==> src/hdl/icache_pkg.sv <==
// Instruction cache refill package with address, tag, transaction id and line types
package icache_pkg;

	// ==============================
	// Geometry
	// ==============================
	localparam int ADDR_WIDTH       = 32;
	localparam int BUNDLE_WIDTH     = 128;
	localparam int BUNDLES_PER_LINE = 4;
	localparam int LINE_WIDTH       = BUNDLE_WIDTH * BUNDLES_PER_LINE;
	localparam int N_SLOTS          = 4;
	localparam int N_SETS           = 16;
	localparam int N_WAYS           = 4;

	// Byte address fields, a bundle is 16 bytes and a line is 64 bytes
	localparam int BUNDLE_LSB = 4;
	localparam int SET_LSB    = 6;
	localparam int TAG_LSB    = 10;
	localparam int TAG_WIDTH  = ADDR_WIDTH - TAG_LSB;

	// Way selection LFSR, x^17 + x^14 + 1
	localparam int LFSR_WIDTH = 17;
	localparam logic [LFSR_WIDTH-1:0] LFSR_SEED = 17'h00001;

	// ==============================
	// Types
	// ==============================
	typedef logic [ADDR_WIDTH-1:0] address_t;
	typedef logic [1:0] slot_t;
	typedef logic [1:0] bundle_t;
	// Slot number in the upper half, bundle number in the lower half
	typedef logic [3:0] tranid_t;
	typedef logic [3:0] set_t;
	typedef logic [1:0] way_t;
	typedef logic [TAG_WIDTH-1:0] tag_t;

	// Bundle 0 sits in the lowest bits of data
	typedef struct packed {
		tag_t vtag;
		tag_t ptag;
		logic [LINE_WIDTH-1:0] data;
	} icache_line_t;

	// ==============================
	// Address helpers
	// ==============================
	function automatic tag_t addr_tag(address_t a);
		return a[ADDR_WIDTH-1:TAG_LSB];
	endfunction

	function automatic set_t addr_set(address_t a);
		return a[TAG_LSB-1:SET_LSB];
	endfunction

	// Clears the byte offset within the line
	function automatic address_t line_base(address_t a);
		return {a[ADDR_WIDTH-1:SET_LSB], {SET_LSB{1'b0}}};
	endfunction

endpackage

==> src/hdl/icache_line_if.sv <==
// Completed cache line transfer from the refill assembler to the store and controller
`timescale 1ns/100ps

interface icache_line_if import icache_pkg::*; ();

	// One-cycle write strobe, the other signals are only meaningful with it
	logic wr;
	// Virtual tag, physical tag and the four bundles
	icache_line_t line;
	// Set index taken from the virtual line address
	set_t vset;
	// Way picked by the assembler
	way_t way;
	// Refill slot that the line came from, so the controller can free it
	slot_t slot;

	// Assembler side drives everything
	modport src (
		output wr,
		output line,
		output vset,
		output way,
		output slot
	);

	// Store and controller only listen
	modport dst (
		input wr,
		input line,
		input vset,
		input way,
		input slot
	);

endinterface

==> src/hdl/refill_assembler.sv <==
// Refill assembler that gathers out of order bundles into lines and sends them to the store
`timescale 1ns/100ps

module refill_assembler import icache_pkg::*; (
	input  logic clk,
	input  logic rst,
	input  logic bus_ack,
	input  tranid_t bus_tid,
	input  address_t bus_adr,
	input  logic [BUNDLE_WIDTH-1:0] bus_dat,
	input  address_t slot_vadr [N_SLOTS],
	icache_line_if.src line_out
);

	// Per-slot line buffers
	logic [BUNDLE_WIDTH-1:0] bnd_dat [N_SLOTS][BUNDLES_PER_LINE];
	logic [BUNDLES_PER_LINE-1:0] bnd_v [N_SLOTS];
	tag_t buf_vtag [N_SLOTS];
	tag_t buf_ptag [N_SLOTS];
	set_t buf_set [N_SLOTS];

	logic [LFSR_WIDTH-1:0] lfsr;
	slot_t ack_slot;
	bundle_t ack_bnd;
	logic send;
	slot_t send_slot;
	logic [LINE_WIDTH-1:0] send_data;

	// The transaction id tells where a response belongs, the address is
	// only used for the physical tag
	assign ack_slot = bus_tid[3:2];
	assign ack_bnd = bus_tid[1:0];

	// ==============================
	// Complete line search
	// ==============================
	// Scanning downwards leaves the lowest complete slot selected
	always_comb begin
		send = 1'b0;
		send_slot = '0;
		for (int s = N_SLOTS - 1; s >= 0; s--) begin
			if (&bnd_v[s]) begin
				send = 1'b1;
				send_slot = slot_t'(s);
			end
		end
	end

	// Bundle 0 lands in the lowest bits of the line
	always_comb begin
		send_data = '0;
		for (int b = 0; b < BUNDLES_PER_LINE; b++)
			send_data[b*BUNDLE_WIDTH +: BUNDLE_WIDTH] = bnd_dat[send_slot][b];
	end

	// ==============================
	// Control
	// ==============================
	always_ff @(posedge clk, posedge rst)
	if (rst) begin
		for (int s = 0; s < N_SLOTS; s++)
			bnd_v[s] <= '0;
		line_out.wr <= 1'b0;
		lfsr <= LFSR_SEED;
	end
	else begin
		// Free running, so the way depends on when a line happens to finish
		lfsr <= {lfsr[LFSR_WIDTH-2:0], lfsr[16] ^ lfsr[13]};
		line_out.wr <= send;
		if (send)
			bnd_v[send_slot] <= '0;
		// The slot that just left cannot get an ack until it is reissued,
		// so these two never touch the same slot
		if (bus_ack)
			bnd_v[ack_slot][ack_bnd] <= 1'b1;
	end

	// ==============================
	// Data path
	// ==============================
	always_ff @(posedge clk) begin
		if (bus_ack) begin
			bnd_dat[ack_slot][ack_bnd] <= bus_dat;
			buf_ptag[ack_slot] <= addr_tag(bus_adr);
			// The controller holds the virtual address for as long as the slot is busy
			buf_vtag[ack_slot] <= addr_tag(slot_vadr[ack_slot]);
			buf_set[ack_slot] <= addr_set(slot_vadr[ack_slot]);
		end
		if (send) begin
			line_out.line.vtag <= buf_vtag[send_slot];
			line_out.line.ptag <= buf_ptag[send_slot];
			line_out.line.data <= send_data;
			line_out.vset <= buf_set[send_slot];
			line_out.way <= way_t'(lfsr[1:0]);
			line_out.slot <= send_slot;
		end
	end

endmodule

==> src/flat_wrapper.sv <==
// flat-port wrapper written by rule: the top's interface ports become plain ports
module refill_assembler_flat import icache_pkg::*;
  (clk, rst, bus_ack, bus_tid, bus_adr, bus_dat, slot_vadr, line_out_wr, line_out_line, line_out_vset, line_out_way, line_out_slot);
  icache_line_if line_out_i ();
  input  logic clk;
  input  logic rst;
  input  logic bus_ack;
  input  tranid_t bus_tid;
  input  address_t bus_adr;
  input  logic [BUNDLE_WIDTH-1:0] bus_dat;
  input  address_t slot_vadr[N_SLOTS];
  output wire logic [$bits(line_out_i.wr)-1:0] line_out_wr;
  output wire logic [$bits(line_out_i.line)-1:0] line_out_line;
  output wire logic [$bits(line_out_i.vset)-1:0] line_out_vset;
  output wire logic [$bits(line_out_i.way)-1:0] line_out_way;
  output wire logic [$bits(line_out_i.slot)-1:0] line_out_slot;
  assign line_out_wr = line_out_i.wr;
  assign line_out_line = line_out_i.line;
  assign line_out_vset = line_out_i.vset;
  assign line_out_way = line_out_i.way;
  assign line_out_slot = line_out_i.slot;
  refill_assembler u_core (.clk(clk), .rst(rst), .bus_ack(bus_ack), .bus_tid(bus_tid), .bus_adr(bus_adr), .bus_dat(bus_dat), .slot_vadr(slot_vadr), .line_out(line_out_i));
endmodule
==> config.mk <==
export PLATFORM = sky130hd
export DESIGN_NAME = refill_assembler_flat
export DESIGN_NICKNAME = d
export VERILOG_FILES = /design/src/hdl/icache_pkg.sv /design/src/hdl/icache_line_if.sv /design/src/hdl/refill_assembler.sv /design/src/flat_wrapper.sv
export SDC_FILE = /design/constraint.sdc
export NUM_CORES = 2
export LEC_CHECK = 0
export ABC_AREA = 0
export BUFFER_PORTS_ARGS = -buffer_cell sky130_fd_sc_hd__clkbuf_2
export CORE_MARGIN = 4
export CORE_UTILIZATION = 59
export CTS_BUF_LIST = sky130_fd_sc_hd__clkbuf_16
export DETAILED_ROUTE_END_ITERATION = 8
export PLACE_DENSITY_LB_ADDON = 0.1
export SETUP_SLACK_MARGIN = 0.3
export SKIP_LAST_GASP = 1
export SYNTH_ARGS = -nofsm -noshare
export SYNTH_HDL_FRONTEND = slang
export SYNTH_SLANG_ARGS = --single-unit
==> constraint.sdc <==
create_clock -name clk -period 33 [get_ports clk]
set_input_delay 4.95 -clock clk [delete_from_list [all_inputs] [get_ports clk]]
set_output_delay 4.95 -clock clk [all_outputs]
set_load 0.02 [all_outputs]
==> results.txt <==
Outcome -> finished, final reports clean
Synthesis-to-layout area growth -> 14.5%
Setup Buffers After CTS -> 0
Number of global-route vias before repair -> 54,400
Initial DRC count -> 6,277
Max Clk Rate -> 121 MHz
EDFF count, synth -> 2,804
Synth Register Bits -> 2,838
Yosys Warn Count -> 0
Placeable Area -> 172,000 sq um
Port-buffer cells -> 825
Endpoints failing setup -> 0
Fill cells -> 11,300
Cells after Synth -> 5,548
Cell taking the most area after synthesis -> edfxtp_1
Final min period -> 8.30 ns
RR Endpoint -> u_core.line_out.line[460]
Top-count cell post-synth -> edfxtp_1
Hold_buf cts -> 0
Synth Flop Type -> edfxtp_1
CTS sink cnt -> 2,838
Critical path endpoint category -> flip-flop
Leak -> 39.6 nW
Register area share after synthesis -> 83.7%
FF-to-FF path depth -> 8
First-pass GRT wire length -> 376 mm
Syn nets -> 5,843
CTS resizes -> 0
Post-DP HPWL -> 135 mm
Placer Congestion -> 0.794
Netlist cell types -> 29
Tcrit/Tclk final -> 25.1%
Flop2flop setup slack -> 27.17 ns
Worst-margin pin slew -> 1.25 ns
Htree depth -> 5
CTS tree -> built
Initial Util -> 59.3%
Die height -> 423 um
CTS Buffer Depth -> 4
Total I/O pin count -> 860
Average wire per standard cell -> 29.1 um
Final cell count without fillers -> 8,897
DIE WIDTH -> 423 um
Gr usage total -> 28.5%
Syn Std Cell Area -> 102,000 sq um
Total power -> 9.65 mW
Total congestion overflow -> 0
Crit path from -> bus_tid[3]
Critical path class -> in -> reg
Die area -> 179,000 sq um
CTS buffer count -> 290
Critical Path AT -> 8.81 ns
Fin nets -> 6,675
Hold WC Path Type -> reg -> reg
Clock Skew -> 0.0529 ns
Critical path destination -> u_core.bnd_dat[2][451]
RSZ-0062 raised after global routing -> false
Hold Fails Final Rpt -> 0
CTS root buf -> clkbuf_16
Crit path launch type -> input pin
Initial antenna violation count -> 16
Avg Inst Size Synth -> 18.3 sq um
Layout cells sized above 1 -> 22.8%
Drt drc -> 0
Power per cell area -> 82.9 nW/um^2
Area share of the leading cell type in the synthesized netlist -> 82.8%
Via density -> 6.30
Vias -> 56,000
Async S/R FF share, synth -> 1.20%
Commonest cells in the netlist -> 2,804 x edfxtp_1, 939 x o21ai_0, 562 x nand2_1
Synth top area cells -> edfxtp_1 83%, o21ai_0 4.6%, a221oi_1 3.3%
Fin. max-slew vios -> 0
Worst skew pair latency -> 0.93 ns
Post-route ant nets -> 0
Row count -> 152
CP max FO -> 39
Largest net degree at the start of global routing -> 180
DRT Wirelength -> 259 mm
Worst-path clk slew -> 0.06 ns
Post-Route Setup TNS -> 0 ns
Required @ worst endpoint -> 33.52 ns
TritonRoute pass-1 iters -> 6
Reg2Reg Launch Point -> u_core.bnd_v[4]
Cell Count Post-Placement -> 8,398
Worst VDD drop -> 83.2 uV
Maxcap violations -> 0
Slew HR -> 16.6%
-- metrics by stage --
stage | util [%] | worst slack [ns] | hold slack [ns] | cell area (sq um)
2_1_floorplan | - | 10.05 | 0.331 | 102000
3_3_place_gp | 62.9 | 23.89 | 0.334 | 108000
3_5_place_dp | 62.9 | 23.77 | 0.335 | 108000
4_1_cts | 67.8 | 24.75 | 0.348 | 116000
5_1_grt | 67.8 | 24.54 | 0.352 | 116000
6_report | 67.8 | 24.70 | 0.347 | 116000
-- power by group --
group          switching [mW]  leakage [nW]  total, mW  internal (mW)
combinational            1.44          9.25       1.95          0.513
sequential              0.199          25.9       4.73           4.53
clock                    1.28          4.47       2.97           1.68
total                    2.92          39.6       9.65           6.73
-- layout make-up --
type	count	area, sq um	area share (%)
diodes	9	22.5	0.0194
clock buffers	298	7460	6.41
clock inverters	192	1030	0.883
inverters	2	7.51	0.00645
multi-input cells	2326	14800	12.8
flip-flops and latches	2838	85100	73.1
well taps	2310	2890	2.48
repair buffers	922	5060	4.35
-- cell usage in the layout (no fill, tap or decap), drive strengths merged --
cell type,count
a211oi,1
a21o,16
a221oi,560
a31o,1
and4,3
buf,97
bufinv,8
clkbuf,1123
clkinv,97
clkinvlp,3
dfrtp,33
dfstp,1
diode,9
edfxtp,2804
inv,86
mux4,26
nand2,562
nand2b,2
nand3,3
nand3b,2
nand4,5
nor2,18
nor3,5
o21ai,1120
or3,1
xor2,1
-- worst min-delay path by stage --
stage | from | to | slack, ns | cells past startpoint
after floorplan | u_core.lfsr[9] | u_core.lfsr[10] | 0.33 | 0
after global placement | u_core.lfsr[11] | u_core.lfsr[12] | 0.33 | 0
after detailed placement | u_core.lfsr[11] | u_core.lfsr[12] | 0.33 | 0
after CTS | u_core.lfsr[11] | u_core.lfsr[12] | 0.35 | 0
after global routing | u_core.lfsr[11] | u_core.lfsr[12] | 0.35 | 0
final | u_core.lfsr[11] | u_core.lfsr[12] | 0.35 | 0
-- layer usage --
metal,wire length (um),vias to the layer above,global-route usage (%)
met4,12500,4,13.3
met1,101000,28900,39.5
met2,125000,2656,44.8
li1,-,24100,-
met5,21,-,0
met3,20000,457,4.92
-- critical path, stage by stage --
cell,delay [ns]
clkbuf_2,0.75
nand2b_1,0.56
nor2_4,1.04
buf_4,0.62
buf_4,0.77
-- state kept, by name, summed over array words and instances, names as in the netlist --
signal / cells
u_core.bnd_dat: 2048
u_core.buf_ptag: 88
u_core.line_out.line: 556
u_core.buf_set: 16
u_core.bnd_v: 16
u_core.lfsr: 17
u_core.line_out.wr: 1
u_core.buf_vtag: 88
u_core.line_out.vset: 4
u_core.line_out.slot: 2
u_core.line_out.way: 2
-- cell families (layout without fill, tap and decap cells) --
family | after synthesis | after routing | synth area share [%]
other cells | 0 | 9 | 0
simple gates | 601 | 601 | 2.28
mux | 26 | 26 | 0.576
buf+inv | 384 | 1414 | 1.88
compound gates | 1698 | 1698 | 11.6
flops | 2838 | 2838 | 83.7
xor+xnor | 1 | 1 | 0.00862
(Power assumes the default switching activity.)
