<file path="src/hdl/icache_pkg.sv">
// Instruction cache refill package with address, tag, transaction id and line types
package icache_pkg;

	// ==============================
	// Geometry
	// ==============================
	localparam int ADDR_WIDTH       = 32;
	localparam int BUNDLE_WIDTH     = 128;
	localparam int BUNDLES_PER_LINE = 4;
	localparam int LINE_WIDTH       = BUNDLE_WIDTH * BUNDLES_PER_LINE;
	localparam int N_SLOTS          = 4;
	localparam int N_SETS           = 16;
	localparam int N_WAYS           = 4;

	// Byte address fields, a bundle is 16 bytes and a line is 64 bytes
	localparam int BUNDLE_LSB = 4;
	localparam int SET_LSB    = 6;
	localparam int TAG_LSB    = 10;
	localparam int TAG_WIDTH  = ADDR_WIDTH - TAG_LSB;

	// Way selection LFSR, x^17 + x^14 + 1
	localparam int LFSR_WIDTH = 17;
	localparam logic [LFSR_WIDTH-1:0] LFSR_SEED = 17'h00001;

	// ==============================
	// Types
	// ==============================
	typedef logic [ADDR_WIDTH-1:0] address_t;
	typedef logic [1:0] slot_t;
	typedef logic [1:0] bundle_t;
	// Slot number in the upper half, bundle number in the lower half
	typedef logic [3:0] tranid_t;
	typedef logic [3:0] set_t;
	typedef logic [1:0] way_t;
	typedef logic [TAG_WIDTH-1:0] tag_t;

	// Bundle 0 sits in the lowest bits of data
	typedef struct packed {
		tag_t vtag;
		tag_t ptag;
		logic [LINE_WIDTH-1:0] data;
	} icache_line_t;

	// ==============================
	// Address helpers
	// ==============================
	function automatic tag_t addr_tag(address_t a);
		return a[ADDR_WIDTH-1:TAG_LSB];
	endfunction

	function automatic set_t addr_set(address_t a);
		return a[TAG_LSB-1:SET_LSB];
	endfunction

	// Clears the byte offset within the line
	function automatic address_t line_base(address_t a);
		return {a[ADDR_WIDTH-1:SET_LSB], {SET_LSB{1'b0}}};
	endfunction

endpackage

</file>
<file path="src/hdl/icache_line_if.sv">
// Completed cache line transfer from the refill assembler to the store and controller
`timescale 1ns/100ps

interface icache_line_if import icache_pkg::*; ();

	// One-cycle write strobe, the other signals are only meaningful with it
	logic wr;
	// Virtual tag, physical tag and the four bundles
	icache_line_t line;
	// Set index taken from the virtual line address
	set_t vset;
	// Way picked by the assembler
	way_t way;
	// Refill slot that the line came from, so the controller can free it
	slot_t slot;

	// Assembler side drives everything
	modport src (
		output wr,
		output line,
		output vset,
		output way,
		output slot
	);

	// Store and controller only listen
	modport dst (
		input wr,
		input line,
		input vset,
		input way,
		input slot
	);

endinterface

</file>
<file path="src/hdl/refill_ctrl.sv">
// Refill controller that allocates slots, queues misses and issues bundle reads
`timescale 1ns/100ps

module refill_ctrl import icache_pkg::*; (
	input  logic clk,
	input  logic rst,
	input  logic miss,
	input  address_t miss_vadr,
	input  address_t miss_padr,
	output logic miss_stall,
	output logic bus_req,
	output tranid_t bus_req_tid,
	output address_t bus_req_adr,
	output address_t slot_vadr [N_SLOTS],
	icache_line_if.dst done
);

	typedef enum logic {IDLE, BURST} state_t;

	logic [N_SLOTS-1:0] busy;
	address_t slot_padr [N_SLOTS];
	logic accept;
	slot_t free_slot;
	// Issue queue of accepted slots, never deeper than the slot count
	slot_t q_mem [N_SLOTS];
	slot_t q_rd;
	slot_t q_wr;
	logic [2:0] q_cnt;
	logic q_push;
	logic q_pop;
	logic bypass;
	// Burst state
	state_t state;
	slot_t cur_slot;
	bundle_t cur_bnd;
	// Request to be emitted on the next edge
	logic emit;
	slot_t e_slot;
	bundle_t e_bnd;
	address_t e_base;

	// ==============================
	// Slot allocation
	// ==============================
	assign miss_stall = &busy;
	assign accept = miss & ~miss_stall;

	// Lowest free slot wins
	always_comb begin
		free_slot = '0;
		for (int i = N_SLOTS - 1; i >= 0; i--)
			if (!busy[i])
				free_slot = slot_t'(i);
	end

	// ==============================
	// Issue selection
	// ==============================
	// An idle FSM takes the queue head first, a fresh miss goes straight out only
	// when nothing older is waiting
	always_comb begin
		q_pop = 1'b0;
		bypass = 1'b0;
		if (state == IDLE) begin
			if (q_cnt != 3'd0)
				q_pop = 1'b1;
			else if (accept)
				bypass = 1'b1;
		end
	end
	assign q_push = accept & ~bypass;
	assign emit = (state == BURST) | q_pop | bypass;

	always_comb begin
		if (state == BURST) begin
			e_slot = cur_slot;
			e_bnd = cur_bnd;
			e_base = slot_padr[cur_slot];
		end
		else if (q_pop) begin
			e_slot = q_mem[q_rd];
			e_bnd = '0;
			e_base = slot_padr[q_mem[q_rd]];
		end
		else begin
			// Bypass case, the slot registers are being written on this same edge
			e_slot = free_slot;
			e_bnd = '0;
			e_base = miss_padr;
		end
	end

	always_ff @(posedge clk, posedge rst)
	if (rst) begin
		busy <= '0;
		q_rd <= '0;
		q_wr <= '0;
		q_cnt <= '0;
		state <= IDLE;
		cur_slot <= '0;
		cur_bnd <= '0;
		bus_req <= 1'b0;
	end
	else begin
		// A finished line frees its slot, a new miss claims a different one
		if (done.wr)
			busy[done.slot] <= 1'b0;
		if (accept)
			busy[free_slot] <= 1'b1;
		if (q_push)
			q_wr <= q_wr + 1'b1;
		if (q_pop)
			q_rd <= q_rd + 1'b1;
		case ({q_push, q_pop})
		2'b10: q_cnt <= q_cnt + 1'b1;
		2'b01: q_cnt <= q_cnt - 1'b1;
		default: q_cnt <= q_cnt;
		endcase
		bus_req <= emit;
		// Bundle 0 goes out on entry, bundles 1 to 3 follow back to back
		if (state == IDLE) begin
			if (q_pop | bypass) begin
				state <= BURST;
				cur_slot <= e_slot;
				cur_bnd <= 2'd1;
			end
		end
		else begin
			cur_bnd <= cur_bnd + 1'b1;
			if (cur_bnd == 2'd3)
				state <= IDLE;
		end
	end

	// Per-slot addresses, queue storage and the request payload
	always_ff @(posedge clk) begin
		if (accept) begin
			slot_vadr[free_slot] <= line_base(miss_vadr);
			slot_padr[free_slot] <= line_base(miss_padr);
		end
		if (q_push)
			q_mem[q_wr] <= free_slot;
		if (emit) begin
			bus_req_tid <= {e_slot, e_bnd};
			bus_req_adr <= line_base(e_base) | (address_t'(e_bnd) << BUNDLE_LSB);
		end
	end

endmodule

</file>
<file path="src/flat_wrapper.sv">
// flat-port wrapper written by rule: the top's interface ports become plain ports
module refill_ctrl_flat import icache_pkg::*;
  (clk, rst, miss, miss_vadr, miss_padr, miss_stall, bus_req, bus_req_tid, bus_req_adr, slot_vadr, done_wr, done_line, done_vset, done_way, done_slot);
  icache_line_if done_i ();
  input  logic clk;
  input  logic rst;
  input  logic miss;
  input  address_t miss_vadr;
  input  address_t miss_padr;
  output logic miss_stall;
  output logic bus_req;
  output tranid_t bus_req_tid;
  output address_t bus_req_adr;
  output address_t slot_vadr[N_SLOTS];
  input wire logic [$bits(done_i.wr)-1:0] done_wr;
  input wire logic [$bits(done_i.line)-1:0] done_line;
  input wire logic [$bits(done_i.vset)-1:0] done_vset;
  input wire logic [$bits(done_i.way)-1:0] done_way;
  input wire logic [$bits(done_i.slot)-1:0] done_slot;
  assign done_i.wr = done_wr;
  assign done_i.line = done_line;
  assign done_i.vset = done_vset;
  assign done_i.way = done_way;
  assign done_i.slot = done_slot;
  refill_ctrl u_core (.clk(clk), .rst(rst), .miss(miss), .miss_vadr(miss_vadr), .miss_padr(miss_padr), .miss_stall(miss_stall), .bus_req(bus_req), .bus_req_tid(bus_req_tid), .bus_req_adr(bus_req_adr), .slot_vadr(slot_vadr), .done(done_i));
endmodule
</file>
<file path="config.mk">
export PLATFORM = sky130hd
export DESIGN_NAME = refill_ctrl_flat
export DESIGN_NICKNAME = d
export VERILOG_FILES = /design/src/hdl/icache_pkg.sv /design/src/hdl/icache_line_if.sv /design/src/hdl/refill_ctrl.sv /design/src/flat_wrapper.sv
export SDC_FILE = /design/constraint.sdc
export NUM_CORES = 1
export LEC_CHECK = 0
export BUFFER_PORTS_ARGS = -buffer_cell sky130_fd_sc_hd__buf_4
export CORE_AREA = 3 3 313 315
export DETAILED_ROUTE_END_ITERATION = 6
export DIE_AREA = 0 0 316 318
export GPL_ROUTABILITY_DRIVEN = 0
export PLACE_DENSITY = 0.41
export SYNTH_ARGS = -nofsm -noshare
export SYNTH_HDL_FRONTEND = slang
export SYNTH_SLANG_ARGS = --single-unit
</file>
<file path="constraint.sdc">
create_clock -name clk -period 3.4 [get_ports clk]
set_input_delay 0.68 -clock clk [delete_from_list [all_inputs] [get_ports clk]]
set_output_delay 0.68 -clock clk [all_outputs]
set_load 0.01 [all_outputs]
</file>
==> impl_metrics.py <==
metrics = {
    "yosys": {
        "ys_types": 34,
        "synth_top_cell_by_area": "edfxtp_1",
        "yosysSeqAreaShare_pct": 74.4,
        "synth_area_um2": 10500,
        "synthTopCellsByArea": "edfxtp_1, mux4_2, mux2i_1",
        "yosys.area.top_type_share_pct": 70.4,
        "yosys_warnings": 0,
        "yosys-top-cells-count": "edfxtp_1, mux2i_1, nand2_1, buf_4, mux4_2",
        "synth_edf_count": 246,
        "syn_area_per_cell_um2": 18.0,
        "synthFlopType": "edfxtp_1",
        "synthArstFlopShare_pct": 6.46,
        "netlist_instances": 582,
        "yosysMostFrequentCell": "edfxtp_1",
        "synth_seq_cells": 263,
    },
    "grt": {
        "grt.overflow.total": 0,
        "grt_max_degree": 34,
        "antenna_found_initial": 10,
        "grt_first_pass_wirelength_mm": 45.9,
        "grt_pass1_vias": 6437,
        "grtUsageTotal_pct": 6.17,
    },
    "power": {
        "power.density_nw_per_um2": 817,
        "p_leak_uw": 0.00510,
        "irDropWorstVdd_mv": 0.446,
    },
    "setup_path": {
        "cp_data_required_time_ps": 3890,
        "ff2ff_setup_slack_ps": 550,
        "r2r-start": "u_core.busy[0]$_DFF_PP0_",
        "r2r_end": "u_core.q_cnt[2]$_DFFE_PP0P_",
        "crit_family": "compound AO/OA/AOI/OAI gates",
        "critPathArrivalTime_ps": 3340,
        "cpPeakStageDelay_ps": 650,
        "crit_buf_inv": 2,
        "crit_slowest_cell": "o21ai_0",
        "crit_fanout": 7,
        "startpoint_type": "flop",
        "rr_worst_depth": 10,
        "cp-end-kind": "flop",
        "cp_cell_sequence": "nand2_1 > o21ai_0 > nor2_1 > inv_1 > ha_1 > inv_1 > fa_1 > xor2_1 > nor2_1 > xor2_1",
        "crit_type": "flop to flop",
    },
    "placement": {
        "port_buffers": 195,
        "dp_cells": 2031,
        "hpwlAfterDp_mm": 21.8,
    },
    "floorplanning": {
        "die-area_um2": 100000,
        "die_y_um": 318,
        "initial_core_util_pct": 11.0,
        "coreArea_um2": 95200,
        "die_x_um": 316,
        "boundaryPins": 798,
        "row_count": 113,
    },
    "clocking": {
        "clockRootBuffer": "clkbuf_16",
        "htreeDepth": 1,
        "clkLatencyLatePin_ps": 570,
        "cts_buffer_depth": 3,
        "cts_tree": "done",
        "cts_buffers": 30,
        "clock-sinks": 263,
        "cts_hold_buf": 0,
        "postCtsSetupRepairBufs": 0,
        "clk_pin_slew_ps": 70,
        "cts-resized-gates": 0,
    },
    "final_layout": {
        "final_util_pct": 15.3,
        "num-nets-final": 1437,
        "area_growth_pct": 38.4,
        "multi_input_area_um2": 2400,
        "final_cell_count_no_fill": 2088,
        "ff_latch_area_um2": 7820,
        "layout-drive-gt1-share_pct": 37.0,
        "fillers": 10400,
    },
    "hold_path": {
        "hold_class": "input port to async pin",
    },
    "timing": {
        "slew_violations": 0,
        "rsz0062_at_grt": "no",
        "fmax_mhz": 351,
        "timing.slew.headroom_pct": 32.7,
        "period_needed_ps": 2850,
        "fin_tns_setup_ps": 0,
        "finalSetupViolCount": 0,
        "worst_slew_pin_slew_ps": 999,
        "hold_violations": 0,
        "skew_ps": 14.6,
        "min_period_over_period_pct": 83.8,
    },
    "drt": {
        "drtIter0Drc": 261,
        "vias_per_cell": 2.82,
        "ant_nets": 0,
        "num_vias": 5891,
        "drc": 0,
        "wl_mm": 31.8,
        "avgRoutedWirePerCell_um": 15.2,
        "first_pass_iters": 5,
    },
    "job": {
        "drv_cap": 0,
    },
    "run_status": {
        "status": "finished clean",
    },
}
-- routing by layer --
metal,GRT usage (%),wire length (um),vias up
met5,0,57,-
met4,1.53,638,8
met3,3.05,3660,45
met2,9.32,13700,241
met1,7.82,13700,2951
li1,-,-,2646
-- per-stage QoR --
step / hold WS [ps] / power [uW] / instance area (um2) / worst slack (ps)
after floorplan: 458 / 7040 / 10600 / 685
after global placement: 499 / 8630 / 13500 / 573
after detailed placement: 497 / 8640 / 13500 / 581
after CTS: 257 / 12100 / 14500 / 576
after global routing: 272 / 12600 / 14500 / 318
final: 308 / 11900 / 14500 / 551
-- how the worst max path moves through the flow --
stage          depth (start not counted)  slack [ps]                      from                          endpoint
4_1_cts                               10         580  u_core.busy[0]$_DFF_PP0_       u_core.q_cnt[2]$_DFFE_PP0P_
5_1_grt                               10         320  u_core.busy[0]$_DFF_PP0_       u_core.q_cnt[2]$_DFFE_PP0P_
3_3_place_gp                          10         570  u_core.busy[0]$_DFF_PP0_       u_core.q_cnt[2]$_DFFE_PP0P_
2_1_floorplan                          4         690  u_core.busy[2]$_DFF_PP0_  u_core.slot_padr[2][0]$_DFFE_PP_
3_5_place_dp                          10         580  u_core.busy[0]$_DFF_PP0_       u_core.q_cnt[2]$_DFFE_PP0P_
6_report                              10         550  u_core.busy[0]$_DFF_PP0_       u_core.q_cnt[2]$_DFFE_PP0P_
-- cell type report --
class / instances / area share [%]
Inverter: 12 / 0.310
Clock buffer: 35 / 5.44
Sequential cell: 263 / 53.8
Timing Repair Buffer: 214 / 11.3
Clock inverter: 21 / 1.70
Tap cell: 1265 / 10.9
Antenna cell: 1 / 0.0172
Multi-Input combinational cell: 277 / 16.5
-- sequential cells by signal, indices dropped and copies added, names as in the netlist --
register / cells
u_core.busy: 4
u_core.q_rd: 2
u_core.state: 1
u_core.bus_req: 1
u_core.bus_req_tid: 4
u_core.cur_slot: 2
u_core.q_wr: 2
u_core.slot_vadr: 104
u_core.q_mem: 8
u_core.bus_req_adr: 26
u_core.slot_padr: 104
u_core.q_cnt: 3
u_core.cur_bnd: 2
-- layout by cell type, fill, tap and decap left out, types with 15 or more instances in the layout --
master     instances
edfxtp_1         246
buf_4            211
mux2i_1           58
nand2_1           53
clkbuf_16         31
conb_1            28
mux4_2            27
o221ai_1          20
o21bai_1          20
dfrtp_1           15
-- cells by family after synthesis --
kind of cell	share of synthesized area, %
adder cells (fa/ha/maj)	0.906
AO/OA/AOI/OAI	4.45
XOR/XNOR	0.501
other	0.0357
flip-flops	74.4
AND/OR/NAND/NOR	3.46
multiplexers	12.2
buffers and inverters	4.04
-- power by group --
group	leakage, uW	switching (uW)	internal (uW)
clock	0.000499	1360	2050
sequential	0.00250	421	4350
combinational	0.00210	2030	1660
total	0.00510	3810	8060
(Power assumes the default switching activity.)
